**src/mmio_pkg.sv**
```systemverilog
package mmio_pkg;

   ////////////////////////////////////////
   // bus geometry.
   ////////////////////////////////////////

   localparam int DATA_W    = 32;
   localparam int ADR_W     = 24;
   localparam int REG_ADR_W = 4;   // taken from adr bits 18 to 21.

   // slot numbers, matched against adr bits 0 to 7.
   localparam logic [0:7] SLOT_MISC = 8'h00;
   localparam logic [0:7] SLOT_UART = 8'h02;
   localparam logic [0:7] SLOT_KBD  = 8'h04;

   ////////////////////////////////////////
   // payload types.
   ////////////////////////////////////////

   // bit 0 is the msb, as on the bus.
   typedef logic [0:DATA_W-1] bus_word_t;

   typedef struct packed {
      logic [0:6] keycode;
      logic [0:3] shift_state;
   } key_event_t;   // 11 bits.

   typedef logic [0:7] uart_byte_t;

endpackage

```
**src/mmio_fifo.sv**
```systemverilog
module mmio_fifo #(
   parameter type payload_t = logic [0:7],
   parameter int  DEPTH     = 4
) (
   input  logic                   clk_i,
   input  logic                   rst_n_i,
   input  logic                   push_i,
   input  payload_t               data_i,
   input  logic                   pop_i,
   output payload_t               data_o,
   output logic                   empty_o,
   output logic                   full_o,
   output logic [$clog2(DEPTH):0] count_o
);

   localparam int PTR_W = $clog2(DEPTH);

   payload_t         mem [DEPTH];
   logic [PTR_W-1:0] wr_ptr;
   logic [PTR_W-1:0] rd_ptr;
   logic             do_push;
   logic             do_pop;

   assign empty_o = (count_o == '0);
   assign full_o  = (count_o == ($clog2(DEPTH) + 1)'(DEPTH));
   assign data_o  = mem[rd_ptr];   // head entry.

   // a push into a full queue only lands when a pop frees the slot.
   assign do_pop  = pop_i && !empty_o;
   assign do_push = push_i && (!full_o || do_pop);

   always_ff @(posedge clk_i) begin
      if (do_push) mem[wr_ptr] <= data_i;
   end

   always_ff @(posedge clk_i) begin
      if (!rst_n_i) begin
         wr_ptr  <= '0;
         rd_ptr  <= '0;
         count_o <= '0;
      end else begin
         if (do_push) wr_ptr <= wr_ptr + PTR_W'(1);
         if (do_pop) rd_ptr <= rd_ptr + PTR_W'(1);
         case ({do_push, do_pop})
            2'b10:   count_o <= count_o + 1'b1;
            2'b01:   count_o <= count_o - 1'b1;
            default: ;
         endcase
      end
   end

   // callers gate their pops on empty.
   a_no_pop_empty: assert property (@(posedge clk_i) disable iff (!rst_n_i)
      !(pop_i && empty_o));

   a_count_bound: assert property (@(posedge clk_i) disable iff (!rst_n_i)
      count_o <= DEPTH);

endmodule

```
**src/mmio_decode.sv**
```systemverilog
module mmio_decode (
   input  logic                           clk_i,
   input  logic                           rst_n_i,
   input  logic [0:mmio_pkg::ADR_W-1]     adr_i,
   input  logic                           cyc_i,
   input  logic                           stb_i,
   input  logic [0:mmio_pkg::DATA_W/8-1]  sel_i,
   input  logic                           we_i,
   input  mmio_pkg::bus_word_t            dat_i,
   output logic                           ack_o,
   output mmio_pkg::bus_word_t            dat_o,

   output logic                           misc_cs_o,
   output logic                           uart_cs_o,
   output logic                           kbd_cs_o,
   input  mmio_pkg::bus_word_t            misc_q_i,
   input  mmio_pkg::bus_word_t            uart_q_i,
   input  mmio_pkg::bus_word_t            kbd_q_i,

   output logic [0:mmio_pkg::REG_ADR_W-1] reg_adr_o,
   output logic                           we_o,
   output logic [0:mmio_pkg::DATA_W/8-1]  sel_o,
   output mmio_pkg::bus_word_t            d_o
);

   logic                access;
   logic [0:7]          slot;
   mmio_pkg::bus_word_t rd_mux;

   assign access    = cyc_i && stb_i && !ack_o;   // one cycle per access.
   assign slot      = adr_i[0:7];
   assign reg_adr_o = adr_i[21 -: mmio_pkg::REG_ADR_W];   // bits 22,23 are byte offset.
   assign we_o      = we_i;
   assign sel_o     = sel_i;
   assign d_o       = dat_i;

   always_comb begin
      misc_cs_o = 1'b0;
      uart_cs_o = 1'b0;
      kbd_cs_o  = 1'b0;
      rd_mux    = '0;   // unmapped slots read zero.
      case (slot)
         mmio_pkg::SLOT_MISC: begin
            misc_cs_o = access;
            rd_mux    = misc_q_i;
         end
         mmio_pkg::SLOT_UART: begin
            uart_cs_o = access;
            rd_mux    = uart_q_i;
         end
         mmio_pkg::SLOT_KBD: begin
            kbd_cs_o = access;
            rd_mux   = kbd_q_i;
         end
         default: ;
      endcase
   end

   always_ff @(posedge clk_i) begin
      if (!rst_n_i) ack_o <= 1'b0;
      else ack_o <= access;
   end

   // captured before any read side effect lands.
   always_ff @(posedge clk_i) begin
      if (access) dat_o <= rd_mux;
   end

   a_cs_onehot: assert property (@(posedge clk_i) disable iff (!rst_n_i)
      $onehot0({misc_cs_o, uart_cs_o, kbd_cs_o}));

   a_ack_single: assert property (@(posedge clk_i) disable iff (!rst_n_i)
      ack_o |=> !ack_o);

endmodule

```
**src/mmio_misc.sv**
```systemverilog
module mmio_misc (
   input  logic                           clk_i,
   input  logic                           rst_n_i,
   input  logic [0:mmio_pkg::REG_ADR_W-1] reg_adr_i,
   input  logic                           cs_i,
   input  logic                           we_i,
   input  logic [0:mmio_pkg::DATA_W/8-1]  sel_i,
   input  mmio_pkg::bus_word_t            d_i,
   output mmio_pkg::bus_word_t            q_o,
   output logic                           led_red_o,
   output logic                           led_green_o,
   output logic [0:4]                     sw_reset_o,
   output logic [0:23]                    led1_rgb_o,
   output logic [0:23]                    led2_rgb_o,
   output logic [0:23]                    led3_rgb_o,
   output logic [0:23]                    led4_rgb_o
);

   logic [0:23] rgb [4];
   logic [1:0]  rgb_idx;

   assign rgb_idx    = 2'(reg_adr_i - 4'd2);   // regs 2..5 map to leds 1..4.
   assign led1_rgb_o = rgb[0];
   assign led2_rgb_o = rgb[1];
   assign led3_rgb_o = rgb[2];
   assign led4_rgb_o = rgb[3];

   always_ff @(posedge clk_i) begin
      if (!rst_n_i) begin
         led_red_o   <= 1'b0;
         led_green_o <= 1'b0;
         sw_reset_o  <= '0;
         for (int i = 0; i < 4; i++) rgb[i] <= '0;
      end else if (cs_i && we_i) begin
         case (reg_adr_i)
            4'd0: if (sel_i[3]) begin
               led_red_o   <= d_i[31];
               led_green_o <= d_i[30];
            end
            4'd1: if (sel_i[3]) sw_reset_o <= d_i[27:31];
            4'd2, 4'd3, 4'd4, 4'd5:
               for (int b = 1; b < 4; b++)   // byte 0 holds nothing.
                  if (sel_i[b]) rgb[rgb_idx][(b-1)*8 +: 8] <= d_i[b*8 +: 8];
            default: ;
         endcase
      end
   end

   always_comb begin
      q_o = '0;
      case (reg_adr_i)
         4'd0: q_o[30:31] = {led_green_o, led_red_o};
         4'd1: q_o[27:31] = sw_reset_o;
         4'd2, 4'd3, 4'd4, 4'd5: q_o[8:31] = rgb[rgb_idx];
         default: ;
      endcase
   end

endmodule

```
**src/mmio_uart.sv**
```systemverilog
module mmio_uart #(
   parameter int CLKS_PER_BIT = 8,
   parameter int TX_DEPTH     = 4
) (
   input  logic                           clk_i,
   input  logic                           rst_n_i,
   input  logic [0:mmio_pkg::REG_ADR_W-1] reg_adr_i,
   input  logic                           cs_i,
   input  logic                           we_i,
   input  logic [0:mmio_pkg::DATA_W/8-1]  sel_i,
   input  mmio_pkg::bus_word_t            d_i,
   output mmio_pkg::bus_word_t            q_o,
   output logic                           uart_txd_o
);

   localparam int CNT_W = (CLKS_PER_BIT > 1) ? $clog2(CLKS_PER_BIT) : 1;

   logic                 tx_push;
   logic                 tx_pop;
   mmio_pkg::uart_byte_t tx_head;
   logic                 tx_empty;
   logic                 tx_full;
   logic                 busy;
   logic [CNT_W-1:0]     clk_cnt;
   logic [3:0]           bit_cnt;
   logic [0:9]           shifter;   // bit 9 is on the line.

   ////////////////////////////////////////
   // register side.
   ////////////////////////////////////////

   // full queue drops the byte, software polls status first.
   assign tx_push = cs_i && we_i && (reg_adr_i == 4'd0) && sel_i[3];

   always_comb begin
      q_o = '0;
      if (reg_adr_i == 4'd1) q_o[29:31] = {busy, tx_empty, tx_full};
   end

   mmio_fifo #(
      .payload_t (mmio_pkg::uart_byte_t),
      .DEPTH     (TX_DEPTH)
   ) u_tx_fifo (
      .clk_i   (clk_i),
      .rst_n_i (rst_n_i),
      .push_i  (tx_push),
      .data_i  (d_i[24:31]),
      .pop_i   (tx_pop),
      .data_o  (tx_head),
      .empty_o (tx_empty),
      .full_o  (tx_full),
      .count_o ()
   );

   ////////////////////////////////////////
   // serializer.
   ////////////////////////////////////////

   assign tx_pop     = !busy && !tx_empty;
   assign uart_txd_o = shifter[9];

   always_ff @(posedge clk_i) begin
      if (!rst_n_i) begin
         busy    <= 1'b0;
         clk_cnt <= '0;
         bit_cnt <= '0;
         shifter <= '1;   // line idles high.
      end else if (tx_pop) begin
         busy    <= 1'b1;
         clk_cnt <= '0;
         bit_cnt <= '0;
         shifter <= {1'b1, tx_head, 1'b0};   // stop, data, start; lsb goes first.
      end else if (busy) begin
         if (clk_cnt == CNT_W'(CLKS_PER_BIT - 1)) begin
            clk_cnt <= '0;
            if (bit_cnt == 4'd9) begin
               busy <= 1'b0;   // stop bit stays on the line.
            end else begin
               bit_cnt <= bit_cnt + 4'd1;
               shifter <= {1'b1, shifter[0:8]};
            end
         end else begin
            clk_cnt <= clk_cnt + CNT_W'(1);
         end
      end
   end

   a_idle_high: assert property (@(posedge clk_i) disable iff (!rst_n_i)
      !busy |-> uart_txd_o);

endmodule

```
**src/mmio_keyboard.sv**
```systemverilog
module mmio_keyboard #(
   parameter int KBD_DEPTH = 4
) (
   input  logic                           clk_i,
   input  logic                           rst_n_i,
   input  logic [0:mmio_pkg::REG_ADR_W-1] reg_adr_i,
   input  logic                           cs_i,
   input  logic                           we_i,
   input  logic [0:mmio_pkg::DATA_W/8-1]  sel_i,
   input  mmio_pkg::bus_word_t            d_i,
   output mmio_pkg::bus_word_t            q_o,
   input  logic                           keypress_i,
   input  logic [0:6]                     keycode_i,
   input  logic [0:3]                     shift_state_i,
   output logic                           keyboard_block_o
);

   mmio_pkg::key_event_t         key_hw;
   mmio_pkg::key_event_t         kbd_head;
   logic                         kbd_pop;
   logic                         kbd_empty;
   logic [$clog2(KBD_DEPTH):0]   kbd_count;

   assign key_hw  = '{keycode: keycode_i, shift_state: shift_state_i};
   assign kbd_pop = cs_i && !we_i && (reg_adr_i == 4'd0) && !kbd_empty;   // reads pop the head.

   mmio_fifo #(
      .payload_t (mmio_pkg::key_event_t),
      .DEPTH     (KBD_DEPTH)
   ) u_kbd_fifo (
      .clk_i   (clk_i),
      .rst_n_i (rst_n_i),
      .push_i  (keypress_i),
      .data_i  (key_hw),
      .pop_i   (kbd_pop),
      .data_o  (kbd_head),
      .empty_o (kbd_empty),
      .full_o  (keyboard_block_o),
      .count_o (kbd_count)
   );

   always_comb begin
      q_o = '0;
      case (reg_adr_i)
         4'd0: if (!kbd_empty) begin
            q_o[0]     = 1'b1;   // valid.
            q_o[21:24] = kbd_head.shift_state;
            q_o[25:31] = kbd_head.keycode;
         end
         4'd1: q_o = mmio_pkg::bus_word_t'(kbd_count);
         default: ;
      endcase
   end

endmodule

```
**src/mmio_top.sv**
```systemverilog
module mmio_top #(
   parameter int CLKS_PER_BIT = 8,
   parameter int TX_DEPTH     = 4,
   parameter int KBD_DEPTH    = 4
) (
   input  logic                          clk_i,
   input  logic                          rst_n_i,
   input  logic [0:mmio_pkg::ADR_W-1]    adr_i,
   input  logic                          cyc_i,
   input  logic                          stb_i,
   input  logic [0:mmio_pkg::DATA_W/8-1] sel_i,
   input  logic                          we_i,
   input  mmio_pkg::bus_word_t           dat_i,
   output logic                          ack_o,
   output mmio_pkg::bus_word_t           dat_o,
   output logic                          led_red_o,
   output logic                          led_green_o,
   output logic [0:4]                    sw_reset_o,
   output logic [0:23]                   led1_rgb_o,
   output logic [0:23]                   led2_rgb_o,
   output logic [0:23]                   led3_rgb_o,
   output logic [0:23]                   led4_rgb_o,
   output logic                          uart_txd_o,
   input  logic                          keypress_i,
   input  logic [0:6]                    keycode_i,
   input  logic [0:3]                    shift_state_i,
   output logic                          keyboard_block_o
);

   logic                           misc_cs, uart_cs, kbd_cs;
   mmio_pkg::bus_word_t            misc_q, uart_q, kbd_q;
   logic [0:mmio_pkg::REG_ADR_W-1] reg_adr;
   logic                           we;
   logic [0:mmio_pkg::DATA_W/8-1]  sel;
   mmio_pkg::bus_word_t            d;

   mmio_decode u_decode (
      .clk_i, .rst_n_i, .adr_i, .cyc_i, .stb_i, .sel_i, .we_i, .dat_i, .ack_o, .dat_o,
      .misc_cs_o (misc_cs), .uart_cs_o (uart_cs), .kbd_cs_o (kbd_cs),
      .misc_q_i  (misc_q),  .uart_q_i  (uart_q),  .kbd_q_i  (kbd_q),
      .reg_adr_o (reg_adr), .we_o (we), .sel_o (sel), .d_o (d)
   );

   mmio_misc u_misc (
      .clk_i, .rst_n_i, .reg_adr_i (reg_adr), .cs_i (misc_cs), .we_i (we),
      .sel_i (sel), .d_i (d), .q_o (misc_q),
      .led_red_o, .led_green_o, .sw_reset_o,
      .led1_rgb_o, .led2_rgb_o, .led3_rgb_o, .led4_rgb_o
   );

   mmio_uart #(.CLKS_PER_BIT (CLKS_PER_BIT), .TX_DEPTH (TX_DEPTH)) u_uart (
      .clk_i, .rst_n_i, .reg_adr_i (reg_adr), .cs_i (uart_cs), .we_i (we),
      .sel_i (sel), .d_i (d), .q_o (uart_q), .uart_txd_o
   );

   mmio_keyboard #(.KBD_DEPTH (KBD_DEPTH)) u_keyboard (
      .clk_i, .rst_n_i, .reg_adr_i (reg_adr), .cs_i (kbd_cs), .we_i (we),
      .sel_i (sel), .d_i (d), .q_o (kbd_q),
      .keypress_i, .keycode_i, .shift_state_i, .keyboard_block_o
   );

endmodule

```
**config.mk**
```make
export PLATFORM = sky130hd
export DESIGN_NAME = mmio_top
export DESIGN_NICKNAME = d
export VERILOG_FILES = /design/src/mmio_pkg.sv /design/src/mmio_fifo.sv /design/src/mmio_decode.sv /design/src/mmio_misc.sv /design/src/mmio_uart.sv /design/src/mmio_keyboard.sv /design/src/mmio_top.sv
export SDC_FILE = /design/constraint.sdc
export NUM_CORES = 1
export LEC_CHECK = 0
export ABC_AREA = 1
export BUFFER_PORTS_ARGS = -buffer_cell sky130_fd_sc_hd__buf_2
export CORE_ASPECT_RATIO = 1.2
export CORE_MARGIN = 2
export CORE_UTILIZATION = 35
export DETAILED_ROUTE_END_ITERATION = 6
export PLACE_DENSITY_LB_ADDON = 0.15
export SLEW_MARGIN = 20
export SYNTH_ARGS = -nofsm -noshare
export SYNTH_HDL_FRONTEND = slang
export SYNTH_SLANG_ARGS = --single-unit
```
**constraint.sdc**
```tcl
create_clock -name clk_i -period 6.1 [get_ports clk_i]
set_input_delay 0.61 -clock clk_i [delete_from_list [all_inputs] [get_ports clk_i]]
set_output_delay 0.61 -clock clk_i [all_outputs]
set_load 0.03 [all_outputs]
```
# [After elaboration in Yosys (flattened, before gate mapping)]
# Memory sizes are Yosys's and may differ from the RTL's. A register that Yosys moved wholly into a read port is not among the register bits.
# Cells that the tools add are included.
[word_totals] elab_cells=135 latch_bits=0 input_bits=77 memories=3 romBits=0 ramBits=172 reg_bits=71 output_inout_bits=138
[op_classes] n_lt_le_gt_ge=0 n_reduce_logical=38 n_div=0 n_mux=50 bitwise_logic=2 shift=0 n_addsub=11 n_eq_ne=16 n_mul=0
[memory_table] memory="u_misc.rgb" depth=4 width=24 rd=5 rd_clocked_by_memory_dff=0 write_ports=4 line_no="mmio_misc.sv:19" rtl="logic [0:23] rgb [4];"
[memory_table] memory="u_keyboard.u_kbd_fifo.mem" depth=4 width=11 rd=1 rd_clocked_by_memory_dff=1 write_ports=1 line_no="mmio_fifo.sv:18" rtl="payload_t mem [DEPTH];"
[memory_table] memory="u_uart.u_tx_fifo.mem" depth=4 width=8 rd=1 rd_clocked_by_memory_dff=1 write_ports=1 line_no="mmio_fifo.sv:18"
[op_table] cell="$pmux W32 S3" count=1
[op_table] cell="$mux W9" count=4
[op_table] cell="$mux W1" count=29
[op_table] cell="$mux W24" count=1
[op_table] cell="$reduce_or A24 Y1" count=1
[op_table] cell="$pmux W11 S2" count=1
[op_table] cell="$mux W19" count=1
[op_table] cell="$pmux W3 S2" count=3
[op_table] cell="$logic_and A1 B1 Y1" count=14
[op_table] cell="$reduce_and A3 Y1" count=4
[op_table] cell="$mux W11" count=1
[op_table] cell="$mux W2" count=5
[op_table] cell="$add A3 B1 Y3 const B" count=3
[op_table] cell="$eq A3 B3 Y1 const B" count=3
[op_table] cell="$mux W3" count=3
[op_table] cell="$add A2 B1 Y2 const B" count=4
[op_table] cell="$eq A4 B2 Y1 const B" count=2
[op_table] cell="$eq A4 B3 Y1 const B" count=2
[op_table] cell="$eq A8 B2 Y1 const B" count=1
[op_table] cell="$eq A8 B3 Y1 const B" count=1
[op_table] cell="$logic_not A8 Y1" count=1
[op_table] cell="$reduce_bool A2 Y1" count=4
[op_table] cell="$logic_not A1 Y1" count=7
[op_table] cell="$logic_not A3 Y1" count=2
[op_table] cell="14 further kinds" count=19

# [Logic depth before layout (Yosys ltp)]
[depth] word_depth=11 depth_mapped=15 ltp_nobuf=15

# [Modules after synthesis]
# From an unflattened synthesis, not the netlist that was laid out.
[unflattened] hier_cells=1277 area_unflattened_um2=12164.2
[by_module_without_submodules] module="mmio_misc" seq_area_each_um2=3022.9 cells_per_inst=496 instances=1 area_each_um2=4807.1
[by_module_without_submodules] module="mmio_decode" seq_area_each_um2=980.9 cells_per_inst=246 instances=1 area_each_um2=2139.6
[by_module_without_submodules] module="mmio_fifo at u_keyboard.u_kbd_fifo" seq_area_each_um2=1501.4 cells_per_inst=170 instances=1 area_each_um2=2103.3
[by_module_without_submodules] module="mmio_fifo at u_uart.u_tx_fifo" seq_area_each_um2=1141.1 cells_per_inst=139 instances=1 area_each_um2=1655.3
[by_module_without_submodules] module="mmio_uart" seq_area_each_um2=340.3 cells_per_inst=163 instances=1 area_each_um2=1111.1
[by_module_without_submodules] module="mmio_keyboard" seq_area_each_um2=0.0 cells_per_inst=63 instances=1 area_each_um2=347.8

# [Worst setup path before layout]
# OpenSTA, ideal clock, no wires.
[synth_path] path_kind="register to register" start="reg u_keyboard.u_kbd_fifo.count_o[0]" end="reg u_keyboard.u_kbd_fifo.count_o[2]" required_time_ns=5.978 setup_time_ns=0.122 path_stages_with_launch=11 period_less_slack_ns=2.642 arrival_ns=2.520 n_path_buf=0 path_slack_ns=3.458 path_cell_list="dfxtp_1 > nor3_1 > nand2_1 > nand2_1 > ha_1 > inv_1 > fa_1 > a21oi_1 > o21ai_0 > o21ai_0 > a21oi_1"
[synth_between] elab_cells_between_ends=14 classes_between="add/sub: 2; eq/ne: 3; mux: 1; reduce/logical: 8"
[synth_lines] element="start, declared" line_no="mmio_fifo.sv:13" rtl="output logic [$clog2(DEPTH):0] count_o"
[synth_lines] element="start signal, assigned" line_no="mmio_fifo.sv:45" rtl="2'b10: count_o <= count_o + 1'b1;"
[synth_lines] element="start signal, assigned" line_no="mmio_fifo.sv:46" rtl="2'b01: count_o <= count_o - 1'b1;"
[synth_lines] element="$eq A3 B3 Y1 *" line_no="mmio_fifo.sv:25" rtl="assign full_o = (count_o == ($clog2(DEPTH) + 1)'(DEPTH));"
[synth_lines] element="net keyboard_block_o" line_no="mmio_top.sv:27" rtl="output logic keyboard_block_o"
[synth_lines] element="$logic_not A1 Y1 *" line_no="mmio_fifo.sv:30" rtl="assign do_push = push_i && (!full_o || do_pop);"
[synth_lines] element="$logic_or A1 B1 Y1 *" line_no="mmio_fifo.sv:30"
[synth_lines] element="$logic_and A1 B1 Y1 *" line_no="mmio_fifo.sv:30"
[synth_lines] element="$eq A2 B1 Y1 or $eq A2 B2 Y1 (tied branches)" line_no="mmio_fifo.sv:44" rtl="case ({do_push, do_pop})"
[synth_lines] element="$pmux W3 S2 or $reduce_bool A2 Y1 (tied branches)"
# The timed path passes the listed nets; every way through them passes the cells marked *.
# A chain may end at the register's enable or synchronous reset.

==> results.md <==
* Mapped Cells at 932
* Setup crit end kind: flop
* Port Buffer Count at 186
* Horiz. Die Dim at 161 um
* Post-synthesis sequential area ratio at 65.8%
* Ys async rst share at 0%
* Max FO, Critical Path at 25
* Fin crit share at 50.3%
* Setup violations, final at 0
* H-Tree Depth at 1
* Unrepaired setup endpoints after global routing: false
* Commonest non-fill, non-tap cell in the layout: edfxtp_1
* Die ar. at 30800 sq um
* Cell family with most CP delay: simple AND/OR/NAND/NOR gates
* Root Driver: clkbuf_16
* Max_slew headroom at 35.7%
* Cell Chain, Critical Path: inv_1 > nand3_2 > nor2_1 > inv_2 > nor2_8 > nand2_1 > nand3_2 > inv_6 > nor2_2 > nor2_1
* WL per Instance at 18.9 um
* Avg Inst Size Synth at 11.0 sq um
* Top cell type by total area after synthesis: edfxtp_1
* Peak VDD IR at 0.000208 V
* Hold Path Class: input port to flop
* Worst-Margin Slew at 0.961 ns
* Combinational power share at 13.9%
* Num ports at 215
* Crit-path slowest cell: nor2_1
* Max Cap Viol at 0
* Reg area at 6780 sq um
* Total grt overflow at 0
* Initial Util at 35.7%
* Die Ht at 192 um
* Final clock skew at 0.0164 ns
* Resize count post-CTS at 0
* CTS clock-pin slew for the worst setup and hold paths at 0.06 ns
* Initial DRC count at 410
* Status: completed
* Post-DRT Antenna Nets at 0
* Fmax at 0.326 GHz
* Synth-to-Final Area Change at 20.7%
* Synth unique cells at 40
* Largest net degree at the start of global routing at 43
* Via count at 7390
* WS Path Type: flop to flop
* Post-synthesis sequential element count at 240
* DRC at 0
* Fill cells at 2785
* DR vias/cell at 4.84
* Synth top area share at 57.5%
* P_int at 2.96 mW
* Post-CTS setup buffer count at 0
* Post-DP HPWL at 19.8 mm
* Startpoint types: flop
* Hold Vio Cnt, Final at 0
* Initial antenna violation count at 1
* # hold bufs at CTS at 0
* Minimum clock period after layout at 3.07 ns
* Power density cells at 328 nW/um^2
* Worst Path Required at 6.25 ns
* Setup TNS at 0 ns
* Area contributors post-synth: edfxtp_1, dfxtp_1, nor2_1
* Worst skew pair latency at 0.54 ns
* GRT Overall Usage at 18.5%
* Switch Pwr at 1.12 mW
* Yosys warns at 0
* Clock sinks at 240
* Layout cell share with drive strength beyond 1 at 25.4%
* Final #Nets at 1213
* WP buf/inv at 3
* CTS Buffer Depth at 3
* Slew Viols, Final at 0
* Worst path max stage delay at 0.76 ns
* Most frequent cells in the layout: edfxtp_1, buf_2, nor2_1
* Switch share at 27.4%
* Core Area at 28800 sq um
* Vias in the first global route at 7328
* CTS tree: done
* Multi-input gate area at 2980 sq um
* Total routed wirelength at 28.9 mm
* EDFF count, synth at 197
* Power consumption at 4.08 mW
* First-pass GRT wire length at 43.3 mm
* Final GP Congestion at 0.819
* Row cnt at 68
* Primary FF master, synth: edfxtp_1
* Clock share of power at 38.6%
* Pleak at 5.03 nW
* First-pass DRT Iterations at 6
* Flop pwr share at 47.5%
* Post-Synthesis Cell Area at 10300 sq um
* CTS Buf Count at 26
* Data arrival, critical path at 3.21 ns
## per-stage QoR
| stage | instances | setup slack, ns | utilization (%) | cell area, sq um | hold slack [ns] |
|---|---|---|---|---|---|
| floorplan | 938 | 3.46 | - | 10300 | 0.439 |
| global placement | 1478 | 2.51 | 40.1 | 11600 | 0.452 |
| detailed placement | 1478 | 2.45 | 40.1 | 11600 | 0.451 |
| CTS | 1526 | 2.97 | 43.1 | 12400 | 0.288 |
| global route | 1527 | 2.83 | 43.1 | 12400 | 0.299 |
| finish | 1527 | 3.03 | 43.1 | 12400 | 0.306 |
## power groups by stage
stage               sequential [mW]  clock, mW  combinational (mW)
floorplan                      2.00          0               0.359
global placement               1.97          0               0.562
detailed placement             1.97          0               0.567
CTS                            1.94       1.61               0.572
global route                   1.95       1.67               0.637
finish                         1.94       1.57               0.565
## synth_stat cells, types with 5 or more instances
| library cell | n |
|---|---|
| inv_1 | 80 |
| nand4_1 | 9 |
| buf_2 | 5 |
| nand3_1 | 34 |
| a22oi_1 | 30 |
| nand2_1 | 113 |
| nor2_1 | 173 |
| ha_1 | 13 |
| a22o_1 | 6 |
| nand3_4 | 9 |
| o21ai_0 | 58 |
| a31oi_1 | 7 |
| o22ai_1 | 11 |
| a21oi_1 | 42 |
| clkbuf_1 | 21 |
| edfxtp_1 | 197 |
| inv_2 | 10 |
| buf_4 | 9 |
| nor2_2 | 27 |
| dfxtp_1 | 43 |
## cell type report
cell class / count / area share (%)
Inverter: 94 / 2.88
Multi-Input combinational cell: 566 / 23.9
Tap cell: 385 / 3.88
Clock buffer: 31 / 5.56
Clock inverter: 17 / 1.30
Timing Repair Buffer: 193 / 7.91
Antenna cell: 1 / 0.0201
Sequential cell: 240 / 54.5
## worst reg2reg max path: cells and delay by family (launching register included)
family	cells	cell delay (ns)
buffers and inverters	3	0.69
and+or+nand+nor	7	1.69
DFF	1	0.32
## logic make-up (layout without fill, tap and decap cells)
kind of cell / after synthesis / count (layout) / synth area share, %
other cells: 1 / 8 / 0.0364
xor+xnor: 1 / 1 / 0.0851
flops: 240 / 240 / 65.8
buf+inv: 132 / 335 / 5.55
fa+ha+maj: 15 / 15 / 1.97
compound gates: 162 / 162 / 9.28
simple gates: 381 / 381 / 17.3
## final timing paths
path,depth (start not counted),from,slack (ns),end
hold reg to reg,2,u_uart.shifter[9],0.46,u_uart.shifter[9]
hold / removal,1,keycode_i[6],0.31,u_keyboard.u_kbd_fifo.mem[1][4]
setup / recovery,10,u_decode.ack_o,3.03,u_misc.rgb[3][9]
setup reg to reg,10,u_decode.ack_o,3.03,u_misc.rgb[3][9]
## metal layers
metal  GRT usage (%)  share of wire (%)  vias to the layer above
met5               0                  0                        -
met4            5.82                2.7                        0
met3            5.23                8.8                       44
met2            30.7                 46                      281
met1            23.6                 42                     3480
li1                -                  -                     3585
## sequential cells by signal, indices dropped and copies added, names as in the netlist, 2 cells and up, named ones only
signal	cells
u_uart.u_tx_fifo.rd_ptr	2
u_uart.shifter	9
u_keyboard.u_kbd_fifo.wr_ptr	2
u_misc.sw_reset_o	5
u_uart.u_tx_fifo.wr_ptr	2
u_decode.dat_o	25
u_uart.clk_cnt	3
u_misc.rgb	96
u_keyboard.u_kbd_fifo.mem	44
u_uart.bit_cnt	4
u_keyboard.u_kbd_fifo.rd_ptr	2
u_uart.u_tx_fifo.mem	32
u_keyboard.u_kbd_fifo.count_o	3
u_uart.u_tx_fifo.count_o	3
(Power assumes the default switching activity.)
